==> src/rtl/pixel_shade.sv <==
`timescale 1ns/1ps
`default_nettype none

module pixel_shade (
   input  wire        clock,
   input  wire        reset,
   input  wire        load_row,
   input  wire        shift_pixel,
   input  wire  [2:0] fine_x,
   input  wire  [7:0] render_rdata_a,
   input  wire  [7:0] render_rdata_b,
   input  wire        bg_enable,
   input  wire  [7:0] bgp,
   output logic [1:0] pixel_data,
   output logic       pixel_we
);
   logic [7:0] row_lo;
   logic [7:0] row_hi;
   logic [1:0] color;

   // Leftmost pixel in bit 7, color 0 with background off
   assign color = bg_enable ? {row_hi[3'd7 - fine_x], row_lo[3'd7 - fine_x]} : 2'b00;

   always_ff @(posedge clock) begin
      if (load_row) begin
         row_lo <= render_rdata_a;
         row_hi <= render_rdata_b;
      end
      // Shade through BGP, two bits per color
      if (shift_pixel)
         pixel_data <= bgp[{color, 1'b0} +: 2];
   end

   always_ff @(posedge clock) begin
      if (reset)
         pixel_we <= 1'b0;
      else
         pixel_we <= shift_pixel;
   end

endmodule

`default_nettype wire

==> config.mk <==
export PLATFORM = sky130hd
export DESIGN_NAME = pixel_shade
export DESIGN_NICKNAME = d
export VERILOG_FILES = /design/src/rtl/pixel_shade.sv
export SDC_FILE = /design/constraint.sdc
export NUM_CORES = 1
export LEC_CHECK = 0
export ABC_AREA = 1
export BUFFER_PORTS_ARGS = -buffer_cell sky130_fd_sc_hd__buf_2
export CAP_MARGIN = 15
export CORE_MARGIN = 2
export CORE_UTILIZATION = 23
export DETAILED_ROUTE_END_ITERATION = 12
export MAX_ROUTING_LAYER = met4
export PLACE_DENSITY = 0.48
export SYNTH_ARGS = -nofsm -noshare
export SYNTH_HDL_FRONTEND = slang
export SYNTH_SLANG_ARGS = --single-unit
==> constraint.sdc <==
create_clock -name clock -period 2.4 [get_ports clock]
set_clock_uncertainty 0.2 [all_clocks]
set_input_delay 0 -clock clock [delete_from_list [all_inputs] [get_ports clock]]
set_output_delay 0 -clock clock [all_outputs]
set_load 0.02 [all_outputs]
==> impl_metrics.py <==
metrics = {
    "sta": {
        "fin_setup_tns_ps": 0,
        "hold_viol": 0,
        "rsz0062_at_grt": "no",
        "slew_violations": 0,
        "slew_headroom": 0.759,
        "setup_slack_ps": 435,
        "setup_violations": 0,
        "timing.fmax_ghz": 0.509,
        "final.period_utilization": 0.819,
        "period_needed_ps": 1960,
        "worst_slew_pin_slew_ps": 361,
    },
    "place": {
        "post-dp-hpwl_um": 1370,
        "post-place-ws_ps": 951,
        "portBuffers": 34,
        "gp_congestion": 0.715,
    },
    "worst_setup_path": {
        "cp-end-kind": "register",
        "cp.required_ps": 2220,
        "crit_fanout": 5,
        "cp.arrival_ps": 1780,
        "crit_chain": "inv_1 -> nand2_1 -> nand3_1 -> nand3_2 -> nand3_2 -> nand2_1 -> nand3_1 -> dlygate4sd3_1 -> nand2_1",
        "crit_top_cell": "nand2_1",
        "crit_slowest_cell": "dlygate4sd3_1",
        "startpoint_type": "register",
        "slowest_delay_ps": 550,
        "critPathKind": "reg2reg",
    },
    "synthesis": {
        "synthCells": 91,
        "syn_nets": 123,
        "ys.flop_type": "edfxtp_1",
        "ys_ff_latch": 19,
        "synth.lib_cells_used.distinct": 13,
        "synth.top_cell.area_share": 0.599,
        "yosys_warnings": 0,
        "yosys-top-cells-area": "edfxtp_1, inv_1, nand2_1",
        "syn_area_per_cell_um2": 9.91,
        "synth_largest_area_cell": "edfxtp_1",
        "synth_edf_count": 18,
        "synthTopCellsByCount": "inv_1, nand2_1, edfxtp_1",
        "yosysSeqAreaShare": 0.621,
        "synthArstFlopShare": 0,
        "synth_area_um2": 902,
    },
    "finish": {
        "nFillCells": 398,
        "antennaDiodeCount": 0,
        "seqCellArea_um2": 561,
        "nNetsFinal": 189,
        "syn_to_final_growth_pct": 60.5,
        "layout-drive-gt1-share": 0.314,
        "fin_util": 0.390,
        "multi_input_area_um2": 251,
    },
    "power_and_ir_drop": {
        "seqPwrFrac": 0.525,
        "switching_power_uw": 177,
        "peakVddDrop_mv": 0.328,
        "fin_total_pwr_uw": 761,
        "p_per_area_nw_per_um2": 526,
        "comb_power_share": 0.184,
        "p_int_uw": 584,
        "p_leak_nw": 0.687,
        "p_clk_frac": 0.290,
        "switching_share": 0.233,
    },
    "drt": {
        "drt_wl_total_um": 1930,
        "via_count": 796,
        "wire_per_inst_um": 9.46,
        "first_pass_iters": 3,
        "ant_nets": 0,
        "via_per_inst": 3.90,
        "drc": 0,
        "drtIter0Drc": 31,
    },
    "die": {
        "initial_core_util": 0.243,
        "die-height_um": 66.6,
        "ios": 35,
        "design.core.area_um2": 3720,
        "die_w_um": 66.6,
        "die-area_um2": 4440,
        "row_count": 22,
    },
    "clock_network": {
        "cts_tree": "done",
        "post_cts_buffers": 0,
        "cts_sinks": 19,
        "root_buffer": "clkbuf_8",
        "cts_buffers": 3,
        "worstSkewPairLatency_ps": 250,
        "htree_levels": 1,
        "clockBufferDepth": 2,
        "clk_pin_slew_worst_paths_ps": 70,
    },
    "flow_run": {
        "max-cap-violations": 0,
    },
    "min_path": {
        "hold_class": "in2reg",
    },
    "global_routing": {
        "grt_pass1_vias": 737,
        "grt_pass1_wl_um": 3130,
        "grt_max_degree": 17,
        "grt_overflow": 0,
        "antenna_found_initial": 0,
        "grtUsageTotal": 0.0988,
    },
    "status": {
        "outcome": "complete, no violations",
    },
}
## per-stage QoR
stage	hold slack (ps)	area, um^2	instances
6_report	247	1450	204
5_1_grt	246	1450	204
4_1_cts	238	1450	204
3_5_place_dp	-41.5	1120	172
3_3_place_gp	-40.3	1120	172
2_1_floorplan	-129	902	91
## logic make-up after synthesis
logic type | after synthesis | synth area share
buffers and inverters | 22 | 0.0999
DFF | 19 | 0.621
and+or+nand+nor | 48 | 0.268
AOI/OAI and AO/OA | 2 | 0.0111
## final cells by class
cell class | count | area share
Clock buffer | 3 | 0.0285
Multi-Input combinational cell | 50 | 0.174
Tap cell | 48 | 0.0415
Sequential cell | 19 | 0.387
Clock inverter | 1 | 0.00346
Inverter | 21 | 0.0545
Timing Repair Buffer | 62 | 0.311
## placed cells by master (no fill, tap or decap)
cell and count:
nand2_1 20, clkbuf_8 3, o21ai_1 2, dfxtp_1 1, nand3_2 4, nand4_1 4, nand3_1 9, inv_1 20
inv_2 1, nor2_2 5, nand2_2 1, edfxtp_1 18, buf_2 34, dlygate4sd3_1 28, clkinv_2 1, nor2_1 5
## what timing repair did
item / 4_1_cts / 5_1_grt
hold endpoints to repair: 37 / 0
setup endpoints to repair: 0 / 0
hold buffers: 28 / 0
gates resized for setup: 0 / 0
## sequential cells by signal (all words and copies together) (netlist names)
signal and cells:
pixel_we 1, pixel_data 2, row_hi 8, row_lo 8
## metal layers
layer,wire (um),part of all wire,track usage
met1,823,0.43,0.105
met4,29,0.015,0.0459
met3,127,0.066,0.0304
met5,0,0,-
met2,949,0.49,0.168
## critical path: cells and delay by family (launching register included)
kind | cells | cell delay, ps
and+or+nand+nor | 7 | 550
DFF | 1 | 360
buffers and inverters | 2 | 610
## worst paths after layout
| kind | startpoint | to | slack, ps | cells after the start |
|---|---|---|---|---|
| hold / removal | render_rdata_b[1] | row_hi[1] | 250 | 2 |
| hold reg to reg | row_hi[6] | pixel_data[0] | 1180 | 7 |
| setup reg to reg | row_lo[0] | pixel_data[1] | 440 | 9 |
| setup / recovery | row_lo[0] | pixel_data[1] | 440 | 9 |
## power groups by stage
stage                     logic, mW  registers, mW  clock network, mW
after floorplan              0.0507          0.412                  0
after global placement       0.0996          0.407                  0
after detailed placement      0.102          0.408                  0
after CTS                     0.141          0.400              0.231
after global routing          0.158          0.403              0.242
final                         0.140          0.400              0.221
Note: power is estimated with default switching activity, not from simulation.
