[src/rtl/video_pkg.sv]
`default_nettype none

package video_pkg;

   ////////////////////
   // Line and frame timing

   // One dot per clock, 456 dots per line
   localparam logic [8:0] DOTS_PER_LINE   = 9'd456;
   localparam logic [7:0] LINES_PER_FRAME = 8'd154;
   // Mode 2 then mode 3, the rest of the line is mode 0
   localparam logic [8:0] OAM_SCAN_DOTS   = 9'd80;
   localparam logic [8:0] TRANSFER_DOTS   = 9'd172;
   localparam logic [7:0] VISIBLE_LINES   = 8'd144;
   localparam logic [7:0] SCREEN_WIDTH    = 8'd160;
   localparam logic [8:0] HSYNC_START_DOT = 9'd412;

   // STAT mode codes
   localparam logic [1:0] MODE_HBLANK   = 2'd0;
   localparam logic [1:0] MODE_VBLANK   = 2'd1;
   localparam logic [1:0] MODE_OAM      = 2'd2;
   localparam logic [1:0] MODE_TRANSFER = 2'd3;

   ////////////////////
   // CPU register map
   localparam logic [15:0] ADDR_LCDC = 16'hFF40;
   localparam logic [15:0] ADDR_STAT = 16'hFF41;
   localparam logic [15:0] ADDR_SCY  = 16'hFF42;
   localparam logic [15:0] ADDR_SCX  = 16'hFF43;
   localparam logic [15:0] ADDR_LY   = 16'hFF44;
   localparam logic [15:0] ADDR_LYC  = 16'hFF45;
   localparam logic [15:0] ADDR_BGP  = 16'hFF47;

   ////////////////////
   // Video RAM layout
   localparam logic [15:0] VRAM_BASE = 16'h8000;
   localparam logic [15:0] VRAM_END  = 16'hA000;
   localparam int VRAM_ADDR_BITS = 13;

   typedef logic [VRAM_ADDR_BITS-1:0] vram_addr_t;

   // Tile maps, 32 x 32 entries each
   localparam vram_addr_t MAP0_BASE = 13'h1800;
   localparam vram_addr_t MAP1_BASE = 13'h1C00;
   // Tile data, 16 bytes per tile
   localparam vram_addr_t TILE_DATA_UNSIGNED_BASE = 13'h0000;
   localparam vram_addr_t TILE_DATA_SIGNED_BASE   = 13'h1000;

   localparam logic [7:0] BGP_RESET = 8'hFC;
   localparam logic [7:0] OPEN_BUS  = 8'hFF;

   // Background fetch states
   localparam logic [2:0] FETCH_IDLE      = 3'd0;
   localparam logic [2:0] FETCH_MAP_READ  = 3'd1;
   localparam logic [2:0] FETCH_MAP_WAIT  = 3'd2;
   localparam logic [2:0] FETCH_DATA_READ = 3'd3;
   localparam logic [2:0] FETCH_PIXEL_OUT = 3'd4;

   // Map entry, unsigned with LCDC bit 4 set, else signed around 1000h
   typedef union packed {
      logic        [7:0] unsigned_index;
      logic signed [7:0] signed_index;
   } tile_index_t;

endpackage

`default_nettype wire

[src/rtl/tile_address.sv]
`timescale 1ns/1ps
`default_nettype none

module tile_address (
   input  wire                  [7:0] scx,
   input  wire                  [7:0] scy,
   input  wire                  [7:0] line_count,
   input  wire                  [7:0] pixel_column,
   input  wire                        fetch_data,
   input  wire                        map_select,
   input  wire                        data_select,
   input  wire                  [7:0] render_rdata_a,
   output video_pkg::vram_addr_t      render_addr_a,
   output video_pkg::vram_addr_t      render_addr_b
);
   import video_pkg::*;

   logic        [7:0] scroll_x;
   logic        [7:0] scroll_y;
   tile_index_t       index;
   logic signed [12:0] signed_offset;
   vram_addr_t        map_addr;
   vram_addr_t        tile_base;
   vram_addr_t        row_addr;

   assign scroll_x = scx + pixel_column;
   assign scroll_y = scy + line_count;

   // Map entry, 32 tiles per map row
   assign map_addr = (map_select ? MAP1_BASE : MAP0_BASE) +
                     vram_addr_t'({scroll_y[7:3], scroll_x[7:3]});

   // Index byte from the map read
   assign index         = render_rdata_a;
   assign signed_offset = 13'(index.signed_index) <<< 4;
   assign tile_base     = data_select ?
                          TILE_DATA_UNSIGNED_BASE + vram_addr_t'({index.unsigned_index, 4'h0}) :
                          TILE_DATA_SIGNED_BASE + vram_addr_t'(signed_offset);

   // Two bytes per tile row, low plane first
   assign row_addr      = tile_base + vram_addr_t'({scroll_y[2:0], 1'b0});
   assign render_addr_a = fetch_data ? row_addr : map_addr;
   assign render_addr_b = row_addr + 13'd1;

endmodule

`default_nettype wire

[config.mk]
export PLATFORM = sky130hd
export DESIGN_NAME = tile_address
export DESIGN_NICKNAME = d
export VERILOG_FILES = /design/src/rtl/video_pkg.sv /design/src/rtl/tile_address.sv
export SDC_FILE = /design/constraint.sdc
export NUM_CORES = 1
export LEC_CHECK = 0
export ABC_AREA = 1
export BUFFER_PORTS_ARGS = -buffer_cell sky130_fd_sc_hd__buf_2
export CAP_MARGIN = 20
export CORE_AREA = 10 10 55 57
export DETAILED_ROUTE_END_ITERATION = 7
export DIE_AREA = 0 0 65 67
export PLACE_DENSITY = 0.87
export SLEW_MARGIN = 20
export SYNTH_ARGS = -nofsm -noshare
export SYNTH_HDL_FRONTEND = slang
export SYNTH_SLANG_ARGS = --single-unit
[constraint.sdc]
create_clock -name vclk -period 1.75
set_input_delay 0.0875 -clock vclk [all_inputs]
set_output_delay 0.0875 -clock vclk [all_outputs]
set_load 0.02 [all_outputs]
==> impl_metrics.env <==
export IMPL_run_status="completed"
export IMPL_share_of_final_layout_standard_cells_stronger_than_drive_strength_1=0.335
export IMPL_floorplan_core_area_sq_mm=0.00194
export IMPL_drt_pass1_iterations=4
export IMPL_cp_data_required_time_ns=1.66
export IMPL_grt_start_max_net_pins=13
export IMPL_critical_path_buf_inv_count=2
export IMPL_nNetsFinal=274
export IMPL_post_cts_resized_instances=0
export IMPL_viasPerCell=4.61
export IMPL_critPathCapture="render_addr_a[6]"
export IMPL_flow_area_growth_from_synthesis_pct=35.1
export IMPL_ioPinCount=69
export IMPL_final_critical_path_share_of_the_clock_period=0.916
export IMPL_count_of_hold_fix_buffers_inserted_at_cts=0
export IMPL_die_area_sq_mm=0.00436
export IMPL_yosysTopAreaCell="sky130_fd_sc_hd__nand2_1"
export IMPL_seq_cells=0
export IMPL_yosys_area_top_type_share=0.296
export IMPL_std_cell_rows=16
export IMPL_global_route_congestion_overflow_total=0
export IMPL_power_leakage_nw=0.766
export IMPL_min_delay_path_class="in2out"
export IMPL_worst_setup_path_end_kind="primary output"
export IMPL_layout_min_cycle_time_ns=1.60
export IMPL_route_vias_total=1115
export IMPL_maxCapViolations=0
export IMPL_postRouteWirelength_mm=2.74
export IMPL_detailedPlacementHpwl_mm=2.47
export IMPL_path_delay_family="adder cells"
export IMPL_initial_antenna_violation_count=0
export IMPL_finalMaxSlewViolations=0
export IMPL_mappedNetlistNets=215
export IMPL_place_congestion=0.759
export IMPL_synth_distinct_cells=23
export IMPL_cts_repair_timing_setup_buffer_count=0
export IMPL_highest_cell_delay_on_the_worst_timing_path_ns=0.42
export IMPL_post_synth_cell_area_avg_sq_um=5.37
export IMPL_hold_viol_final=0
export IMPL_grt_pass1_vias=1041
export IMPL_ys_warn_count=0
export IMPL_groute_usage_overall=0.117
export IMPL_start_util=0.437
export IMPL_routed_wire_length_per_instance_um=11.3
export IMPL_port_buffers=68
export IMPL_ys_seq_area_frac=0
export IMPL_detailedRoute_firstIterationViolations=27
export IMPL_most_common_layout_cells="68 x sky130_fd_sc_hd__buf_2, 67 x sky130_fd_sc_hd__nand2_1, 19 x sky130_fd_sc_hd__inv_1"
export IMPL_worstPathCellList="buf_2, ha_1, fa_1, nand2_1, nand2_1, and2_1, nand2_1, nand2_1, o21ai_1, buf_2"
export IMPL_worstSetupPathType="in2out"
export IMPL_cp_common_cell="sky130_fd_sc_hd__nand2_1"
export IMPL_netlist_area_sq_um=848
export IMPL_finalPower_mw=0.418
export IMPL_postRouteAntennaNets=0
export IMPL_power_ir_vdd_worst_uv=197
export IMPL_grt_setup_unrepaired="false"
export IMPL_power_density_mw_per_mm2=365
export IMPL_insertedDiodeCount=0
export IMPL_final_clkbuf_count=0
export IMPL_drt_drc_violations_left=0
export IMPL_sequential_cell_area_sq_um=0
export IMPL_fill_cells=224
export IMPL_worst_setup_path_startpoint="scy[0]"
export IMPL_fp_dieW_um=65
export IMPL_critical_path_cell_count=10
export IMPL_timing_critical_path_fanout_max=2
export IMPL_synth_cells=158
export IMPL_final_setup_viol_count=0
export IMPL_mostFrequentLayoutCell="sky130_fd_sc_hd__buf_2"
export IMPL_fin_tns_setup_ns=0
export IMPL_fmax_ghz=0.624
export IMPL_critical_path_arrival_ns=1.52
export IMPL_global_route_wire_length_before_repair_mm=4.44
export IMPL_crit_slowest_cell="sky130_fd_sc_hd__fa_1"
export IMPL_post_synth_main_area_contributors="sky130_fd_sc_hd__nand2_1 30%, sky130_fd_sc_hd__ha_1 19%, sky130_fd_sc_hd__inv_1 8.4%"
export IMPL_chip_height_um=67
export IMPL_startpoint_type="primary input"
## kinds of logic (layout without fill, tap and decap cells)
family	Yosys count	in the layout	share of synthesized area
simple gates	98	98	0.503
buf+inv	31	88	0.178
fa+ha+maj	14	14	0.215
compound gates	11	11	0.0679
xor+xnor	3	3	0.0310
other cells	1	1	0.00442
## per-layer routing
layer	part of all wire	GRT usage
met5	0	0
met4	0	0
met3	0.12	0.0485
met2	0.45	0.211
met1	0.42	0.135
## worst min path at each step
stage                            from                end  slack [ns]  depth (start not counted)
finish              render_rdata_a[4]   render_addr_b[8]        0.41                          2
detailed placement  render_rdata_a[1]   render_addr_b[5]        0.41                          2
floorplan                 data_select  render_addr_b[12]        0.25                          1
global route        render_rdata_a[1]   render_addr_b[5]        0.42                          2
CTS                 render_rdata_a[1]   render_addr_b[5]        0.41                          2
global placement    render_rdata_a[6]  render_addr_b[10]        0.41                          2
## Yosys cell counts (all sizes together)
master,count
nand2,68
inv,20
ha,13
buf,10
nand3,10
nor2,8
nand3b,7
a21oi,6
o21ai,4
or2,3
and2,2
xor2,2
clkbuf,1
conb,1
fa,1
o21bai,1
xnor2,1
## where the power goes
part,leakage (nW),switching (mW),total [mW],internal [mW]
clock network,0,0,0,0
registers,0,0,0,0
logic,0.766,0.249,0.418,0.169
## metrics by stage
| step | util | setup WS, ns | instance area (sq um) | hold slack, ns | cells |
|---|---|---|---|---|---|
| 2_1_floorplan | - | 0.294 | 848 | 0.250 | 158 |
| 3_3_place_gp | 0.590 | 0.207 | 1150 | 0.412 | 242 |
| 3_5_place_dp | 0.590 | 0.153 | 1150 | 0.412 | 242 |
| 4_1_cts | 0.590 | 0.155 | 1150 | 0.413 | 242 |
| 5_1_grt | 0.590 | 0.0654 | 1150 | 0.419 | 242 |
| 6_report | 0.590 | 0.146 | 1150 | 0.410 | 242 |
## cell type report
cell class,instances,area [sq um],area share
inverters,20,75.1,0.0655
well taps,27,33.8,0.0295
repair buffers,68,340,0.297
multi-input cells,127,697,0.608
No activity file was read; power rests on OpenSTA's default activity.
