`config.mk`:
```
export PLATFORM = sky130hd
export DESIGN_NAME = lcd_timing
export DESIGN_NICKNAME = d
export VERILOG_FILES = /design/src/rtl/video_pkg.sv /design/src/rtl/lcd_timing.sv
export SDC_FILE = /design/constraint.sdc
export NUM_CORES = 1
export LEC_CHECK = 0
export ABC_AREA = 1
export BUFFER_PORTS_ARGS = -buffer_cell sky130_fd_sc_hd__buf_2
export CORE_AREA = 2 2 69 65
export DETAILED_ROUTE_END_ITERATION = 8
export DIE_AREA = 0 0 71 67
export PLACE_DENSITY_LB_ADDON = 0.2
export SYNTH_ARGS = -nofsm -noshare
export SYNTH_HDL_FRONTEND = slang
export SYNTH_SLANG_ARGS = --single-unit
```
`constraint.sdc`:
```
create_clock -name clock -period 2.3 [get_ports clock]
set_input_delay 0.46 -clock clock [delete_from_list [all_inputs] [get_ports clock]]
set_output_delay 0.46 -clock clock [all_outputs]
set_load 0.01 [all_outputs]
```
`src/rtl/video_pkg.sv`:
```
`default_nettype none

package video_pkg;

   ////////////////////
   // Line and frame timing

   // One dot per clock, 456 dots per line
   localparam logic [8:0] DOTS_PER_LINE   = 9'd456;
   localparam logic [7:0] LINES_PER_FRAME = 8'd154;
   // Mode 2 then mode 3, the rest of the line is mode 0
   localparam logic [8:0] OAM_SCAN_DOTS   = 9'd80;
   localparam logic [8:0] TRANSFER_DOTS   = 9'd172;
   localparam logic [7:0] VISIBLE_LINES   = 8'd144;
   localparam logic [7:0] SCREEN_WIDTH    = 8'd160;
   localparam logic [8:0] HSYNC_START_DOT = 9'd412;

   // STAT mode codes
   localparam logic [1:0] MODE_HBLANK   = 2'd0;
   localparam logic [1:0] MODE_VBLANK   = 2'd1;
   localparam logic [1:0] MODE_OAM      = 2'd2;
   localparam logic [1:0] MODE_TRANSFER = 2'd3;

   ////////////////////
   // CPU register map
   localparam logic [15:0] ADDR_LCDC = 16'hFF40;
   localparam logic [15:0] ADDR_STAT = 16'hFF41;
   localparam logic [15:0] ADDR_SCY  = 16'hFF42;
   localparam logic [15:0] ADDR_SCX  = 16'hFF43;
   localparam logic [15:0] ADDR_LY   = 16'hFF44;
   localparam logic [15:0] ADDR_LYC  = 16'hFF45;
   localparam logic [15:0] ADDR_BGP  = 16'hFF47;

   ////////////////////
   // Video RAM layout
   localparam logic [15:0] VRAM_BASE = 16'h8000;
   localparam logic [15:0] VRAM_END  = 16'hA000;
   localparam int VRAM_ADDR_BITS = 13;

   typedef logic [VRAM_ADDR_BITS-1:0] vram_addr_t;

   // Tile maps, 32 x 32 entries each
   localparam vram_addr_t MAP0_BASE = 13'h1800;
   localparam vram_addr_t MAP1_BASE = 13'h1C00;
   // Tile data, 16 bytes per tile
   localparam vram_addr_t TILE_DATA_UNSIGNED_BASE = 13'h0000;
   localparam vram_addr_t TILE_DATA_SIGNED_BASE   = 13'h1000;

   localparam logic [7:0] BGP_RESET = 8'hFC;
   localparam logic [7:0] OPEN_BUS  = 8'hFF;

   // Background fetch states
   localparam logic [2:0] FETCH_IDLE      = 3'd0;
   localparam logic [2:0] FETCH_MAP_READ  = 3'd1;
   localparam logic [2:0] FETCH_MAP_WAIT  = 3'd2;
   localparam logic [2:0] FETCH_DATA_READ = 3'd3;
   localparam logic [2:0] FETCH_PIXEL_OUT = 3'd4;

   // Map entry, unsigned with LCDC bit 4 set, else signed around 1000h
   typedef union packed {
      logic        [7:0] unsigned_index;
      logic signed [7:0] signed_index;
   } tile_index_t;

endpackage

`default_nettype wire

```
`src/rtl/lcd_timing.sv`:
```
`timescale 1ns/1ps
`default_nettype none

module lcd_timing (
   input  wire        clock,
   input  wire        reset,
   input  wire        lcd_on,
   input  wire  [7:0] lyc,
   input  wire  [3:0] stat_enables,
   input  wire        int_vblank_ack,
   input  wire        int_lcdc_ack,
   output logic [7:0] line_count,
   output logic [1:0] mode,
   output logic       transfer_start,
   output logic       hsync,
   output logic       vsync,
   output logic       int_vblank_req,
   output logic       int_lcdc_req
);
   import video_pkg::*;

   logic [8:0] dot_count;
   logic [1:0] next_mode;
   logic       mode_entry;
   logic       vblank_event;
   logic       lyc_event;
   logic       stat_event;

   ////////////////////
   // Dot and line counters
   always_ff @(posedge clock) begin
      if (reset || !lcd_on) begin
         dot_count  <= '0;
         line_count <= '0;
      end else if (dot_count == DOTS_PER_LINE - 9'd1) begin
         dot_count <= '0;
         if (line_count == LINES_PER_FRAME - 8'd1)
            line_count <= '0;
         else
            line_count <= line_count + 8'd1;
      end else begin
         dot_count <= dot_count + 9'd1;
      end
   end

   // Mode decode, registered one clock behind the counters
   always_comb begin
      if (line_count >= VISIBLE_LINES)
         next_mode = MODE_VBLANK;
      else if (dot_count < OAM_SCAN_DOTS)
         next_mode = MODE_OAM;
      else if (dot_count < OAM_SCAN_DOTS + TRANSFER_DOTS)
         next_mode = MODE_TRANSFER;
      else
         next_mode = MODE_HBLANK;
   end

   ////////////////////
   // Interrupt events
   assign mode_entry   = lcd_on && (next_mode != mode);
   assign vblank_event = mode_entry && (next_mode == MODE_VBLANK);
   // Modes 0..2 line up with enable bits 0..2; bit 3 is LYC
   assign stat_event   = (mode_entry && (next_mode != MODE_TRANSFER) &&
                          stat_enables[next_mode]) || lyc_event;
   // Once per line, at dot 0
   assign lyc_event    = lcd_on && (dot_count == 9'd0) && (line_count == lyc) &&
                         stat_enables[3];

   always_ff @(posedge clock) begin
      if (reset) begin
         mode           <= MODE_HBLANK;
         transfer_start <= 1'b0;
         hsync          <= 1'b0;
         vsync          <= 1'b0;
         int_vblank_req <= 1'b0;
         int_lcdc_req   <= 1'b0;
      end else begin
         mode           <= lcd_on ? next_mode : MODE_HBLANK;
         // Same edge that moves mode to 3
         transfer_start <= mode_entry && (next_mode == MODE_TRANSFER);
         hsync          <= lcd_on && (dot_count > HSYNC_START_DOT);
         vsync          <= lcd_on && (line_count >= VISIBLE_LINES);
         // New event wins over acknowledge
         int_vblank_req <= vblank_event || (int_vblank_req && !int_vblank_ack);
         int_lcdc_req   <= stat_event || (int_lcdc_req && !int_lcdc_ack);
      end
   end

   assert property (@(posedge clock) disable iff (reset) line_count < LINES_PER_FRAME)
      else $error("line_count out of range");

endmodule

`default_nettype wire

```
==> run_results.csv <==
group,metric,value,unit
detailed_routing,num_vias,1301,
worst_setup_path,cp-start-kind,"flip-flop",
sta,relSlewSlack,72.66,%
place,dpl.hpwl,2537,um
floorplanning,io_pins,32,
sta,fmax,627.2,MHz
sta,worst_pin_slew,0.4063,ns
worst_hold_path,hp-class,"primary input to flip-flop",
floorplanning,die_w,71,um
power_and_ir_drop,fin_total_pwr,0.7618,mW
worst_setup_path,worstPathMaxFanout,5,
clock_tree,cts-root-buf,"clkbuf_8",
grt,antenna_found_initial,0,
synth,yosysUniqueCellTypes,23,
grt,grt_max_degree,14,
detailed_routing,wl_per_cell,11.46,um
sta,setup_viol,0,
grt,grt_pass1_vias,1179,
synth,syn_inst,194,
place,io_buffers,31,
detailed_routing,drtAntennaViolNets,0,
synth,synthesis.nets,216,
sta,rsz0062_at_grt,"no",
detailed_routing,viasPerCell,4.680,
sta,fin_setup_tns,0,ns
sta,drv_slew,0,
grt,grt_usage,14.72,%
place,gp_congestion,0.7989,
sta,hold_viol,0,
place,dpl_cell_area,1594,um^2
finish,area_growth,20.26,%
worst_setup_path,reg2reg_slack,0.71,ns
worst_setup_path,worstRegToRegCells,9,
detailed_routing,drt_first_pass_iters,4,
clock_tree,clk_pin_slew,0.08,ns
sta,period_share,69.32,%
finish,postLayoutCellArea,1649,um^2
worst_hold_path,min_from,"reset",
finish,fin_nets,253,
sta,hold_ws,0.3878,ns
grt,grt_remaining_overflow,0,
worst_setup_path,worstPathRequired,2.46,ns
floorplanning,start_util,34.36,%
clock_tree,post_cts_buffers,0,
sta,period_needed,1.594,ns
synth,yosysWarnings,0,
clock_tree,cts_sinks,24,
worst_hold_path,min_to,"int_vblank_req",
clock_tree,cts.repair.resized,0,
status,status,"complete, no violations",
grt,grt_pass1_wl,5457,um
finish,fill_cells,416,
power_and_ir_drop,p_leak,0.7424,nW
floorplanning,row_count,22,
worst_setup_path,worstReg2RegStart,"dot_count[0]",
job,maxCapViolCount,0,
detailed_routing,drc,0,
synth,ys_ff_latch,24,
power_and_ir_drop,p_per_area,461.9,nW/um^2
sta,skew,0.002083,ns
worst_setup_path,crit_type,"flip-flop to flip-flop",
worst_hold_path,whs_path_depth,2,
floorplanning,die_h,67,um
power_and_ir_drop,vdd_drop_max,0.3434,mV
synth,synth.cell_area,1371,um^2
synth,yosysSeqAreaShare,35.04,%
detailed_routing,wl,3185,um
worst_setup_path,endpoint_kind,"flip-flop",
finish,antenna_cells,0,
clock_tree,clkLatencyLatePin,0.27,ns
clock_tree,cts_hold_buf,0,
clock_tree,clockBufferDepth,2,
floorplanning,coreArea,3991,um^2
clock_tree,cts_made_buffers,3,
worst_setup_path,crit_path_start,"dot_count[0]",
floorplanning,die_area,4757,um^2
detailed_routing,drt_iter0_drc,53,
clock_tree,cts_tree,"yes",
worst_setup_path,r2r-end,"line_count[7]",
synth,syn_avg_cell_area,7.069,um^2
finish,final_layout_size_suffix_gt1_share,26.96,%
clock_tree,h-tree-depth,1,
worst_setup_path,crit_arrival,1.75,ns
worst max path at each step:
stage / end / cells after the start
floorplan: line_count[7] / 9
global placement: line_count[7] / 9
global route: line_count[7] / 9
finish: line_count[7] / 9
detailed placement: dot_count[7] / 7
CTS: line_count[7] / 9
cells by family after synthesis:
kind of cell	count (synthesis)	synth area share [%]
simple gates	105	39.23
flops	24	35.04
xor+xnor	6	3.832
fa+ha+maj	5	4.562
compound gates	19	7.756
buf+inv	35	9.580
power by group:
part	switching (mW)	internal [mW]	leakage, nW
sequential	0.00295	0.419	0.194
clock	0.134	0.153	0.0288
combinational	0.0294	0.0237	0.520
critical path: stages (launching register included):
cell	delay, ns
dfxtp_1	0.41
ha_1	0.19
nand2_1	0.08
nor3_2	0.13
nand2_2	0.12
nor2_4	0.12
nand3_2	0.09
nor3_2	0.13
xor2_1	0.16
nor2_1	0.05
state kept, by name, indices dropped and copies added, names as in the netlist:
| name | flops |
|---|---|
| dot_count | 9 |
| line_count | 8 |
| mode | 2 |
| hsync | 1 |
| int_lcdc_req | 1 |
| int_vblank_req | 1 |
| transfer_start | 1 |
| vsync | 1 |
synthesized netlist by cell type:
cell type	n	area share (%)
nand2_1	39	11
nor2_4	3	2.5
nor4_1	3	1.4
nor3_1	5	1.8
nand3_2	5	3.6
nor3b_1	2	1.1
nand4_1	8	3.6
inv_1	29	7.9
a311oi_1	2	1.3
xor2_1	6	3.8
nand3b_1	2	1.1
o21ai_0	8	2.9
nor2_1	22	6.0
dfxtp_1	24	35
nand2_2	5	2.3
o21ai_2	1	0.64
inv_2	6	1.6
nor3_2	2	1.5
a21oi_1	8	2.9
nor2_2	1	0.46
ha_1	5	4.6
nand3_1	5	1.8
or2_2	3	1.4
metrics by stage:
stage / cells / utilization, % / setup WS (ns)
after detailed placement: 274 / 39.94 / 0.6025
after floorplan: 194 / - / 0.8436
final: 278 / 41.32 / 0.7056
after global routing: 278 / 41.32 / 0.5676
after global placement: 274 / 39.94 / 0.7059
after CTS: 278 / 41.32 / 0.6963
placed cells by master, fill, tap and decap left out, types with 4 or more instances in the layout:
cell and count:
nand2_1 39, buf_2 31, inv_1 29, dfxtp_1 24, nor2_1 22, a21oi_1 8
o21ai_0 8, nand4_1 8, inv_2 6, xor2_1 6, nand3_1 5, nand2_2 5
nand3_2 5, nor3_1 5, ha_1 5, clkbuf_8 4
routing by layer:
layer | vias up | global-route usage, % | routed length [um]
met5 | - | 0 | 0
met4 | 0 | 3.538 | 27
met3 | 4 | 3.933 | 146
met2 | 25 | 23.36 | 1375
met1 | 579 | 19.87 | 1635
li1 | 693 | - | -
final cells by class:
type	count	area, um^2	share of cell area [%]
flip-flops and latches	24	480.5	29.14
repair buffers	32	162.7	9.863
multi-input cells	135	759.5	46.05
clock buffers	4	55.05	3.338
inverters	35	131.4	7.967
well taps	48	60.06	3.642
Note: power is estimated with default switching activity, not from simulation.
