--- src/rtl/video_pkg.sv ---
`default_nettype none

package video_pkg;

   ////////////////////
   // Line and frame timing

   // One dot per clock, 456 dots per line
   localparam logic [8:0] DOTS_PER_LINE   = 9'd456;
   localparam logic [7:0] LINES_PER_FRAME = 8'd154;
   // Mode 2 then mode 3, the rest of the line is mode 0
   localparam logic [8:0] OAM_SCAN_DOTS   = 9'd80;
   localparam logic [8:0] TRANSFER_DOTS   = 9'd172;
   localparam logic [7:0] VISIBLE_LINES   = 8'd144;
   localparam logic [7:0] SCREEN_WIDTH    = 8'd160;
   localparam logic [8:0] HSYNC_START_DOT = 9'd412;

   // STAT mode codes
   localparam logic [1:0] MODE_HBLANK   = 2'd0;
   localparam logic [1:0] MODE_VBLANK   = 2'd1;
   localparam logic [1:0] MODE_OAM      = 2'd2;
   localparam logic [1:0] MODE_TRANSFER = 2'd3;

   ////////////////////
   // CPU register map
   localparam logic [15:0] ADDR_LCDC = 16'hFF40;
   localparam logic [15:0] ADDR_STAT = 16'hFF41;
   localparam logic [15:0] ADDR_SCY  = 16'hFF42;
   localparam logic [15:0] ADDR_SCX  = 16'hFF43;
   localparam logic [15:0] ADDR_LY   = 16'hFF44;
   localparam logic [15:0] ADDR_LYC  = 16'hFF45;
   localparam logic [15:0] ADDR_BGP  = 16'hFF47;

   ////////////////////
   // Video RAM layout
   localparam logic [15:0] VRAM_BASE = 16'h8000;
   localparam logic [15:0] VRAM_END  = 16'hA000;
   localparam int VRAM_ADDR_BITS = 13;

   typedef logic [VRAM_ADDR_BITS-1:0] vram_addr_t;

   // Tile maps, 32 x 32 entries each
   localparam vram_addr_t MAP0_BASE = 13'h1800;
   localparam vram_addr_t MAP1_BASE = 13'h1C00;
   // Tile data, 16 bytes per tile
   localparam vram_addr_t TILE_DATA_UNSIGNED_BASE = 13'h0000;
   localparam vram_addr_t TILE_DATA_SIGNED_BASE   = 13'h1000;

   localparam logic [7:0] BGP_RESET = 8'hFC;
   localparam logic [7:0] OPEN_BUS  = 8'hFF;

   // Background fetch states
   localparam logic [2:0] FETCH_IDLE      = 3'd0;
   localparam logic [2:0] FETCH_MAP_READ  = 3'd1;
   localparam logic [2:0] FETCH_MAP_WAIT  = 3'd2;
   localparam logic [2:0] FETCH_DATA_READ = 3'd3;
   localparam logic [2:0] FETCH_PIXEL_OUT = 3'd4;

   // Map entry, unsigned with LCDC bit 4 set, else signed around 1000h
   typedef union packed {
      logic        [7:0] unsigned_index;
      logic signed [7:0] signed_index;
   } tile_index_t;

endpackage

`default_nettype wire

--- src/rtl/bg_fetch_control.sv ---
`timescale 1ns/1ps
`default_nettype none

module bg_fetch_control (
   input  wire        clock,
   input  wire        reset,
   input  wire        transfer_start,
   input  wire  [7:0] scx,
   output logic       render_busy,
   output logic       fetch_data,
   output logic       load_row,
   output logic       shift_pixel,
   output logic [2:0] fine_x,
   output logic [7:0] pixel_column
);
   import video_pkg::*;

   logic [2:0] state;
   logic       row_loaded;
   logic [7:0] scroll_x;

   // Scrolled column of the current output pixel
   assign scroll_x = scx + pixel_column;
   assign fine_x   = scroll_x[2:0];

   ////////////////////
   // Outputs from state
   assign render_busy = (state != FETCH_IDLE);
   assign fetch_data  = (state == FETCH_DATA_READ);
   // First pixel-out cycle latches the row, the rest shift
   assign load_row    = (state == FETCH_PIXEL_OUT) && !row_loaded;
   assign shift_pixel = (state == FETCH_PIXEL_OUT) && row_loaded;

   // Per tile: map read, map wait, data read, row load, then pixels
   always_ff @(posedge clock) begin
      if (reset) begin
         state        <= FETCH_IDLE;
         row_loaded   <= 1'b0;
         pixel_column <= 8'd0;
      end else begin
         case (state)
            FETCH_IDLE: begin
               if (transfer_start) begin
                  pixel_column <= 8'd0;
                  state        <= FETCH_MAP_READ;
               end
            end
            FETCH_MAP_READ:
               state <= FETCH_MAP_WAIT;
            // Map entry appears on port A here
            FETCH_MAP_WAIT:
               state <= FETCH_DATA_READ;
            FETCH_DATA_READ: begin
               row_loaded <= 1'b0;
               state      <= FETCH_PIXEL_OUT;
            end
            FETCH_PIXEL_OUT: begin
               row_loaded <= 1'b1;
               if (row_loaded) begin
                  pixel_column <= pixel_column + 8'd1;
                  // Line done, or next pixel lies in a new tile
                  if (pixel_column == SCREEN_WIDTH - 8'd1)
                     state <= FETCH_IDLE;
                  else if (fine_x == 3'd7)
                     state <= FETCH_MAP_READ;
               end
            end
            default:
               state <= FETCH_IDLE;
         endcase
      end
   end

   // A pass always ends inside its own line
   assert property (@(posedge clock) disable iff (reset) transfer_start |-> !render_busy)
      else $error("transfer_start during a fetch pass");

endmodule

`default_nettype wire

--- config.mk ---
export PLATFORM = sky130hd
export DESIGN_NAME = bg_fetch_control
export DESIGN_NICKNAME = d
export VERILOG_FILES = /design/src/rtl/video_pkg.sv /design/src/rtl/bg_fetch_control.sv
export SDC_FILE = /design/constraint.sdc
export NUM_CORES = 1
export LEC_CHECK = 0
export BUFFER_PORTS_ARGS = -buffer_cell sky130_fd_sc_hd__buf_2
export CELL_PAD_IN_SITES_DETAIL_PLACEMENT = 1
export CELL_PAD_IN_SITES_GLOBAL_PLACEMENT = 1
export CORE_MARGIN = 5
export CORE_UTILIZATION = 35
export CTS_BUF_LIST = sky130_fd_sc_hd__clkbuf_16
export CTS_CLUSTER_SIZE = 30
export DETAILED_ROUTE_END_ITERATION = 8
export PLACE_DENSITY_LB_ADDON = 0.12
export SLEW_MARGIN = 20
export SYNTH_ARGS = -nofsm -noshare
export SYNTH_HDL_FRONTEND = slang
export SYNTH_SLANG_ARGS = --single-unit
--- constraint.sdc ---
create_clock -name clock -period 4.07 [get_ports clock]
set_input_delay 0.814 -clock clock [delete_from_list [all_inputs] [get_ports clock]]
set_output_delay 0.814 -clock clock [all_outputs]
set_load 0.01 [all_outputs]
==> results of run 1 <==
## layout make-up
type,instances,area (um2),area share
Clock buffer,3,75.1,0.0888
Clock inverter,1,3.75,0.00444
Inverter,3,11.3,0.0133
Multi-Input combinational cell,51,384,0.454
Sequential cell,12,240,0.284
Tap cell,25,31.3,0.0370
Timing Repair Buffer,20,100,0.118
## tightest hold or removal path, delay by kind of cell, from the launching register on
family / cells / cell delay, ns
AO/OA/AOI/OAI: 2 / 0.15
flip-flops: 1 / 0.33
## path summary, 6_finish.rpt
kind | end | slack, ns | cells after the start
min | row_loaded | 0.53 | 2
max | fine_x[2] | 1.34 | 5
min reg2reg | row_loaded | 0.53 | 2
max reg2reg | state[2] | 2.04 | 6
## stage by stage
| step | util | hold slack (ns) | instances | setup slack, ns |
|---|---|---|---|---|
| global route | 0.490 | 0.578 | 115 | 1.30 |
| detailed placement | 0.444 | 0.524 | 111 | 1.36 |
| CTS | 0.490 | 0.530 | 115 | 1.34 |
| floorplan | - | 0.479 | 66 | 1.63 |
| finish | 0.490 | 0.534 | 115 | 1.34 |
| global placement | 0.444 | 0.524 | 111 | 1.36 |
## cells in the mapped netlist (all sizes together)
master	number	area, um2
xor3	1	25.0
nor4	1	6.26
a22oi	1	7.51
and4	3	28.8
fa	1	20.0
a221o	1	10.0
o221a	1	11.3
o31ai	1	7.51
dfxtp	12	240
inv	3	11.3
nand4	3	18.8
nor2	10	37.5
a31o	2	17.5
xor2	4	35.0
a311oi	1	8.76
nand2	2	7.51
and2	2	13.8
a2111oi	1	8.76
o21ai	2	10.0
a21oi	2	10.0
xnor2	2	17.5
and3	2	13.8
mux2	1	11.3
or3	1	6.26
ha	2	25.0
nor3b	1	7.51
nand3	2	10.0
or3b	1	8.76
## power by group
group          leakage [nW]  internal (mW)  switching [mW]
clock                0.0385          0.129          0.0518
sequential           0.0973          0.128          0.0169
combinational         0.253         0.0353          0.0478
## per-layer routing
layer  routed length [um]  track usage  vias up  part of all wire
met3                   53       0.0342        2             0.032
met4                   25       0.0638        0             0.015
met1                  748        0.161      290              0.45
li1                     -            -      294                 -
met5                    0            0        -                 0
met2                  848        0.254        9              0.51
## state kept, by name (all words and copies together) (netlist names)
signal,flops
pixel_column,8
row_loaded,1
state,3
## kinds of logic (layout without fill, tap and decap cells)
logic type	count (synthesis)	after routing	synth area share
buf+inv	3	27	0.0177
flops	12	12	0.378
mux	1	1	0.0177
compound gates	12	12	0.144
fa+ha+maj	3	3	0.0709
xor+xnor	7	7	0.122
simple gates	28	28	0.250
## placed cells by master, fill, tap and decap left out, types with 2 or more instances in the layout
cell,count
buf_2,20
dfxtp_1,12
nor2_1,10
xor2_1,4
inv_1,3
nand4_1,3
clkbuf_16,3
nand2_1,2
and4_2,2
a31o_2,2
a21oi_1,2
xnor2_1,2
nand3_1,2
ha_1,2
==> results.txt, run 1 <==
Bufs on Longest Clock Path - 2
Synth Cell Area - 636 um2
Clk sinks - 12
Fillcell total - 216
# hold bufs at CTS - 0
Pwr Total - 0.410 mW
DIE AREA - 2770 um2
Worst-skew pair later-pin latency - 0.24 ns
F_max - 0.366 GHz
Worst EP required - 3.26 ns
Vias in the first global route - 641
Flops & latches, synth - 12
CP max FO - 2
Worst-path clk slew - 0.05 ns
Max rail drop VDD - 0.000174 V
Final GP Congestion - 0.749
Initial antenna violation count - 0
Number of port buffers - 20
Leak Pwr - 0.389 nW
Max-slew violations - 0
Critical path endpoint category - output pin
Max-cap viol count - 0
CORE AREA - 1730 um2
Yosys warns - 0
Final setup TNS - 0 ns
Worst path bufs/invs - 2
Wire length per cell - 14.6 um
Share of layout cells above drive strength 1 - 0.356
Largest net degree at the start of global routing - 9
TritonCTS buffer count - 3
Area Growth Syn to Fin - 33.1%
RSZ-0062 raised after global routing - false
Crit path launch - scx[0]
DIE WIDTH - 52.6 um
Initial Utilization - 0.368
Seq/Total Area, Yosys - 0.378
Row cnt - 15
Setup bufs post-CTS - 0
Top delay family on crit path - adder cells
Pwr/cell area - 484 nW/um2
Mapped Cells - 66
Height of the die - 52.6 um
Critical Path AT - 1.92 ns
CP Cell Sequence - buf_2 > ha_1 > fa_1 > xor3_2 > buf_2
Post-Route WL - 1.68 mm
Syn_nets - 80
Hold Path Class - register to register
Routed vias/inst - 5.17
Mean post-synth cell area - 9.63 um2
PostCTS Resize Cnt - 0
Via Count - 595
Clock root buffer - clkbuf_16
Final Hold Fails - 0
Drt first-iter violations - 3
H-tree Lvls - 1
CP Class - primary input to output pin
FF-to-FF Start - pixel_column[0]
Remaining antenna violation count - 0
Slew Limit Headroom - 0.668
Hold Startpoint - row_loaded
Residual DRC - 0
Max stage delay cell, worst path - fa_1
GRT Total Usage - 0.144
CTS tree - yes
Startpoint Class - primary input
Final setup fails - 0
Pre-antenna DRT Iters - 3
Largest stage delay, worst path - 0.39 ns
Min Tclk post-route - 2.73 ns
Fin nets - 105
Global-route wire length before repair - 2.89 mm
Cell area after layout - 846 um2
Worst-margin pin slew - 0.497 ns
Skew final - 0.00239 ns
Period Utilization, post-route - 0.671
Antenna Cells - 0
GRT overflow - 0
CP dominant cell by count - buf_2
Synth cell types - 32
Run status - completed
Ports - 26
DP Area - 767 um2
Note: power is estimated with default switching activity, not from simulation.
==> run 2, diff against run 1 <==
--- a/config.mk
+++ b/config.mk
@@ -9,7 +9,7 @@
 export CELL_PAD_IN_SITES_DETAIL_PLACEMENT = 1
 export CELL_PAD_IN_SITES_GLOBAL_PLACEMENT = 1
 export CORE_MARGIN = 5
-export CORE_UTILIZATION = 35
+export CORE_UTILIZATION = 33
 export CTS_BUF_LIST = sky130_fd_sc_hd__clkbuf_16
 export CTS_CLUSTER_SIZE = 30
 export DETAILED_ROUTE_END_ITERATION = 8
==> constraint.sdc (replaced) <==
create_clock -name clock -period 2.8 [get_ports clock]
set_input_delay 0.56 -clock clock [delete_from_list [all_inputs] [get_ports clock]]
set_output_delay 0.56 -clock clock [all_outputs]
set_load 0.01 [all_outputs]
==> results.txt, run 2 (synthesized netlist as in run 1, its figures left out) <==
Skew final - 0.00205 ns (-0.000345 ns)
Drt first-iter violations - 0 (-3)
Routed vias/inst - 5.05 (-2.4%)
Multi-input logic area - 384 um2 (unchanged)
Final Hold Fails - 0 (unchanged)
CP Class - primary input to output pin
Worst setup margin - 0.589 ns (-0.750 ns)
Max rail drop VDD - 0.000427 V (+150%)
DP Area - 767 um2 (unchanged)
GRT overflow - 0 (unchanged)
Worst-path clk slew - 0.04 ns (about the same)
Remaining antenna violation count - 0 (unchanged)
Metal3 WL - 44 um (-17%)
Initial antenna violation count - 0 (unchanged)
Residual DRC - 0 (unchanged)
CTS tree - yes
Setup bufs post-CTS - 0 (unchanged)
Sw frac - 0.282 (-0.00234)
RSZ-0062 raised after global routing - false
Antenna Cells - 0 (unchanged)
Share of layout cells above drive strength 1 - 0.356 (unchanged)
Fillcell total - 223 (+3.2%)
PostCTS Resize Cnt - 0 (unchanged)
CORE AREA - 1780 um2 (+3.3%)
Max FFs per register - 8 (unchanged)
Max-cap viol count - 0 (unchanged)
Worst EP required - 2.24 ns (-1.02 ns)
Commonest non-fill, non-tap cell in the layout - buf_2
Min Tclk post-route - 2.21 ns
Largest net degree at the start of global routing - 9 (unchanged)
Biggest regs - pixel_column (8), state (3), row_loaded (1)
Slew Limit Headroom - 0.676 (+0.00806)
Cell area after layout - 846 um2 (unchanged)
Critical path endpoint category - output pin
Max stage delay cell, worst path - fa_1
CP dominant cell by count - buf_2
Sw Pwr - 0.167 mW (+44%)
Met1 wire length - 754 um (+0.80%)
F_max - 0.452 GHz
Final setup fails - 0 (unchanged)
Leak Pwr - 0.389 nW (unchanged)
Initial Utilization - 0.356 (-0.0116)
CP max FO - 2 (unchanged)
DIE AREA - 2900 um2 (+4.9%)
Clock Power Share - 0.441 (about the same)
Run status - completed
Pre-antenna DRT Iters - 1 (-2)
Vias in the first global route - 566 (-12%)
Max-slew violations - 0 (unchanged)
Seq. cell area - 240 um2 (unchanged)
Hold Path Class - register to register
Period Utilization, post-route - 0.790
Height of the die - 53.9 um (+2.4%)
Comb pwr share - 0.203 (about the same)
Pint - 0.426 mW (+45%)
Clk sinks - 12 (unchanged)
Pwr/cell area - 701 nW/um2 (+45%)
DIE WIDTH - 53.9 um (+2.4%)
Worst-margin pin slew - 0.483 ns (-0.0135 ns)
Share of power burned in registers - 0.356 (+0.002)
Largest stage delay, worst path - 0.39 ns (about the same)
CP Cell Sequence - buf_2 > ha_1 > fa_1 > xor3_2 > buf_2
Fin nets - 105 (unchanged)
Via Count - 581 (-2.4%)
H-tree Lvls - 1 (unchanged)
Wire length per cell - 13.7 um (-6.3%)
Largest Register - pixel_column
Final GP Congestion - 0.719 (-3.9%)
Commonest non-fill, non-tap cells in the layout - 20 x buf_2, 12 x dfxtp_1, 10 x nor2_1, 4 x xor2_1
# hold bufs at CTS - 0 (unchanged)
TritonCTS buffer count - 3 (unchanged)
Dpl ws - 0.531 ns (-0.826 ns)
Critical Path AT - 1.65 ns (-0.27 ns)
Clock root buffer - clkbuf_16
Number of port buffers - 20 (unchanged)
Area Growth Syn to Fin - 33.1% (unchanged)
Row cnt - 15 (unchanged)
Ports - 26 (unchanged)
Worst-skew pair later-pin latency - 0.24 ns (about the same)
Detail Placement HPWL - 1.20 mm
Global-route wire length before repair - 2.71 mm (-6.2%)
DR top layer - met4
Final setup TNS - 0 ns (unchanged)
Startpoint Class - primary input
Post-Route WL - 1.57 mm (-6.3%)
Worst hold slack - 0.540 ns (+0.00629 ns)
Final Util - 0.474 (-0.0155)
Met2 WL post-DR - 754 um (-11%)
Bufs on Longest Clock Path - 2 (unchanged)
GRT Total Usage - 0.133 (-0.0112)
## run 2: path summary, 6_finish.rpt
check | from | to | slack [ns] | cells after the start
worst max-delay path | scx[0] | fine_x[2] | 0.59 | 5
worst min-delay path | pixel_column[6] | pixel_column[7] | 0.54 | 2
worst max register to register | pixel_column[0] | state[2] | 0.79 | 6
worst min register to register | pixel_column[6] | pixel_column[7] | 0.54 | 2
## run 2: power by group through the flow
stage | clock network (mW) | logic, mW | registers [mW]
after floorplan | 0 | 0.0837 | 0.208
after global placement | 0 | 0.122 | 0.214
after detailed placement | 0 | 0.122 | 0.214
after CTS | 0.268 | 0.122 | 0.211
after global routing | 0.282 | 0.136 | 0.216
final | 0.262 | 0.121 | 0.211
## run 2: worst max-delay path, delay by kind of cell
family     cells  cell delay, ns
xor+xnor       1            0.25
fa+ha+maj      2            0.59
buf+inv        2            0.25
## run 2: per-stage QoR
stage / std cells / total power, mW
6_report: 115 / 0.593
2_1_floorplan: 66 / 0.291
5_1_grt: 115 / 0.634
3_3_place_gp: 111 / 0.336
4_1_cts: 115 / 0.600
3_5_place_dp: 111 / 0.336
## run 2: cell type report
class	instances	area share
clock inverters	1	0.00444
inverters	3	0.0133
multi-input cells	51	0.454
repair buffers	20	0.118
well taps	25	0.0370
clock buffers	3	0.0888
flip-flops and latches	12	0.284
## run 2: per-layer routing
| metal | vias to the layer above | global-route usage |
|---|---|---|
| met2 | 8 | 0.208 |
| met3 | 2 | 0.0332 |
| li1 | 293 | - |
| met1 | 278 | 0.168 |
| met4 | 0 | 0.0638 |
| met5 | - | 0 |
==> run 3, diff against run 2 <==
==> constraint.sdc (replaced) <==
create_clock -name clock -period 2.2 [get_ports clock]
set_input_delay 0.44 -clock clock [delete_from_list [all_inputs] [get_ports clock]]
set_output_delay 0.44 -clock clock [all_outputs]
set_load 0.01 [all_outputs]
==> results.txt, run 3 (synthesized netlist as in run 1, its figures left out) <==
Max FFs per register - 8 (unchanged)
Residual DRC - 0 (unchanged)
Max-slew violations - 0 (unchanged)
Startpoint Class - primary input
DIE WIDTH - 53.9 um (unchanged)
RSZ-0062 raised after global routing - false
H-tree Lvls - 1 (unchanged)
Clock root buffer - clkbuf_16
Worst EP required - 1.76 ns (-0.48 ns)
DIE AREA - 2900 um2 (unchanged)
Area Growth Syn to Fin - 35.4%
CORE AREA - 1780 um2 (unchanged)
Commonest non-fill, non-tap cell in the layout - buf_2
Bufs on Longest Clock Path - 2 (unchanged)
Skew final - 0.00190 ns (-0.000150 ns)
# hold bufs at CTS - 0 (unchanged)
Antenna Cells - 0 (unchanged)
Pwr Total - 0.771 mW (+30%)
Height of the die - 53.9 um (unchanged)
Detail Placement HPWL - 1.22 mm (+2.1%)
Run status - completed
Initial Utilization - 0.356 (unchanged)
CP Class - primary input to output pin
Ports - 26 (unchanged)
Period Utilization, post-route - 0.889
CTS tree - yes
Global-route wire length before repair - 2.82 mm (+4.1%)
Via Count - 594 (+2.2%)
Row cnt - 15 (unchanged)
Clk sinks - 12 (unchanged)
Worst-skew pair later-pin latency - 0.24 ns (about the same)
Critical path endpoint category - output pin
Post-Route WL - 1.63 mm (+4.0%)
Drt first-iter violations - 3 (+3)
Pre-antenna DRT Iters - 4 (+3)
Final GP Congestion - 0.732 (+1.7%)
Max-cap viol count - 0 (unchanged)
Initial antenna violation count - 0 (unchanged)
Final setup TNS - 0 ns (unchanged)
Critical Path AT - 1.52 ns (-0.13 ns)
Worst-path clk slew - 0.04 ns (about the same)
Min Tclk post-route - 1.96 ns
Fin nets - 107 (+1.9%)
Max rail drop VDD - 0.000469 V (+9.9%)
Largest net degree at the start of global routing - 9 (unchanged)
Leak Pwr - 0.399 nW (+2.5%)
Wire length per cell - 14.0 um (+2.2%)
DP Area - 782 um2 (+2.0%)
Commonest non-fill, non-tap cells in the layout - 20 x buf_2, 12 x dfxtp_1, 10 x nor2_1, 4 x xor2_1
Largest Register - pixel_column
Final setup fails - 0 (unchanged)
F_max - 0.511 GHz
CP max FO - 2 (unchanged)
Final Hold Fails - 0 (unchanged)
TritonCTS buffer count - 3 (unchanged)
Hold Path Class - primary input to register
Setup bufs post-CTS - 0 (unchanged)
Vias in the first global route - 617 (+9.0%)
Worst-margin pin slew - 0.434 ns (-0.0489 ns)
Slew Limit Headroom - 0.709 (+0.0328)
Remaining antenna violation count - 0 (unchanged)
Share of layout cells above drive strength 1 - 0.370 (+0.0140)
Biggest regs - pixel_column (8), state (3), row_loaded (1)
GRT overflow - 0 (unchanged)
Pwr/cell area - 896 nW/um2 (+28%)
PostCTS Resize Cnt - 0 (unchanged)
Number of port buffers - 20 (unchanged)
Cell area after layout - 861 um2 (+1.8%)
GRT Total Usage - 0.138 (+0.00476)
Routed vias/inst - 5.08 (+0.49%)
Fillcell total - 221 (-0.90%)
[run 3: cell types whose count changed in the layout (fill, tap and decap cells not counted), sizes merged]
| cell | previous run | this run |
|---|---|---|
| buf | 20 | 22 |
[run 3: metrics by stage]
step | util | hold slack (ns) | cells | worst slack [ns]
after detailed placement | 0.439 | 0.538 | 113 | 0.0653
final | 0.483 | 0.453 | 117 | 0.243
after floorplan | - | 0.479 | 66 | 0.233
after CTS | 0.483 | 0.453 | 117 | 0.241
after global placement | 0.439 | 0.527 | 113 | 0.0747
after global routing | 0.483 | 0.456 | 117 | 0.175
[run 3: cell type report]
| cell class | count | area, um2 | area share |
|---|---|---|---|
| multi-input cells | 51 | 384 | 0.446 |
| flip-flops and latches | 12 | 240 | 0.279 |
| repair buffers | 22 | 115 | 0.134 |
| clock buffers | 3 | 75.1 | 0.0872 |
| well taps | 25 | 31.3 | 0.0363 |
| inverters | 3 | 11.3 | 0.0131 |
| clock inverters | 1 | 3.75 | 0.00436 |
[run 3: power by group]
part | internal [mW] | leakage [nW] | switching, mW
combinational | 0.0756 | 0.263 | 0.0929
clock | 0.239 | 0.0385 | 0.0954
sequential | 0.237 | 0.0973 | 0.0305
total | 0.552 | 0.399 | 0.219
[run 3: worst paths after layout]
kind                            cells past startpoint            start          to  slack [ns]
worst max-delay path                                5           scx[0]   fine_x[2]        0.24
worst min register to register                      2       row_loaded  row_loaded        0.54
worst max register to register                      6  pixel_column[0]    state[2]        0.32
worst min-delay path                                2            reset  row_loaded        0.45
[run 3: critical path, cell delays in order]
cell and delay [ns]:
buf_2 0.10, ha_1 0.20, fa_1 0.38, xor3_2 0.25, buf_2 0.16
[run 3: layer usage]
layer / vias up / share of wire / global-route usage
li1: 301 / - / -
met1: 281 / 0.47 / 0.171
met2: 10 / 0.48 / 0.210
met3: 2 / 0.037 / 0.0416
met4: 0 / 0.013 / 0.0766
met5: - / 0 / 0
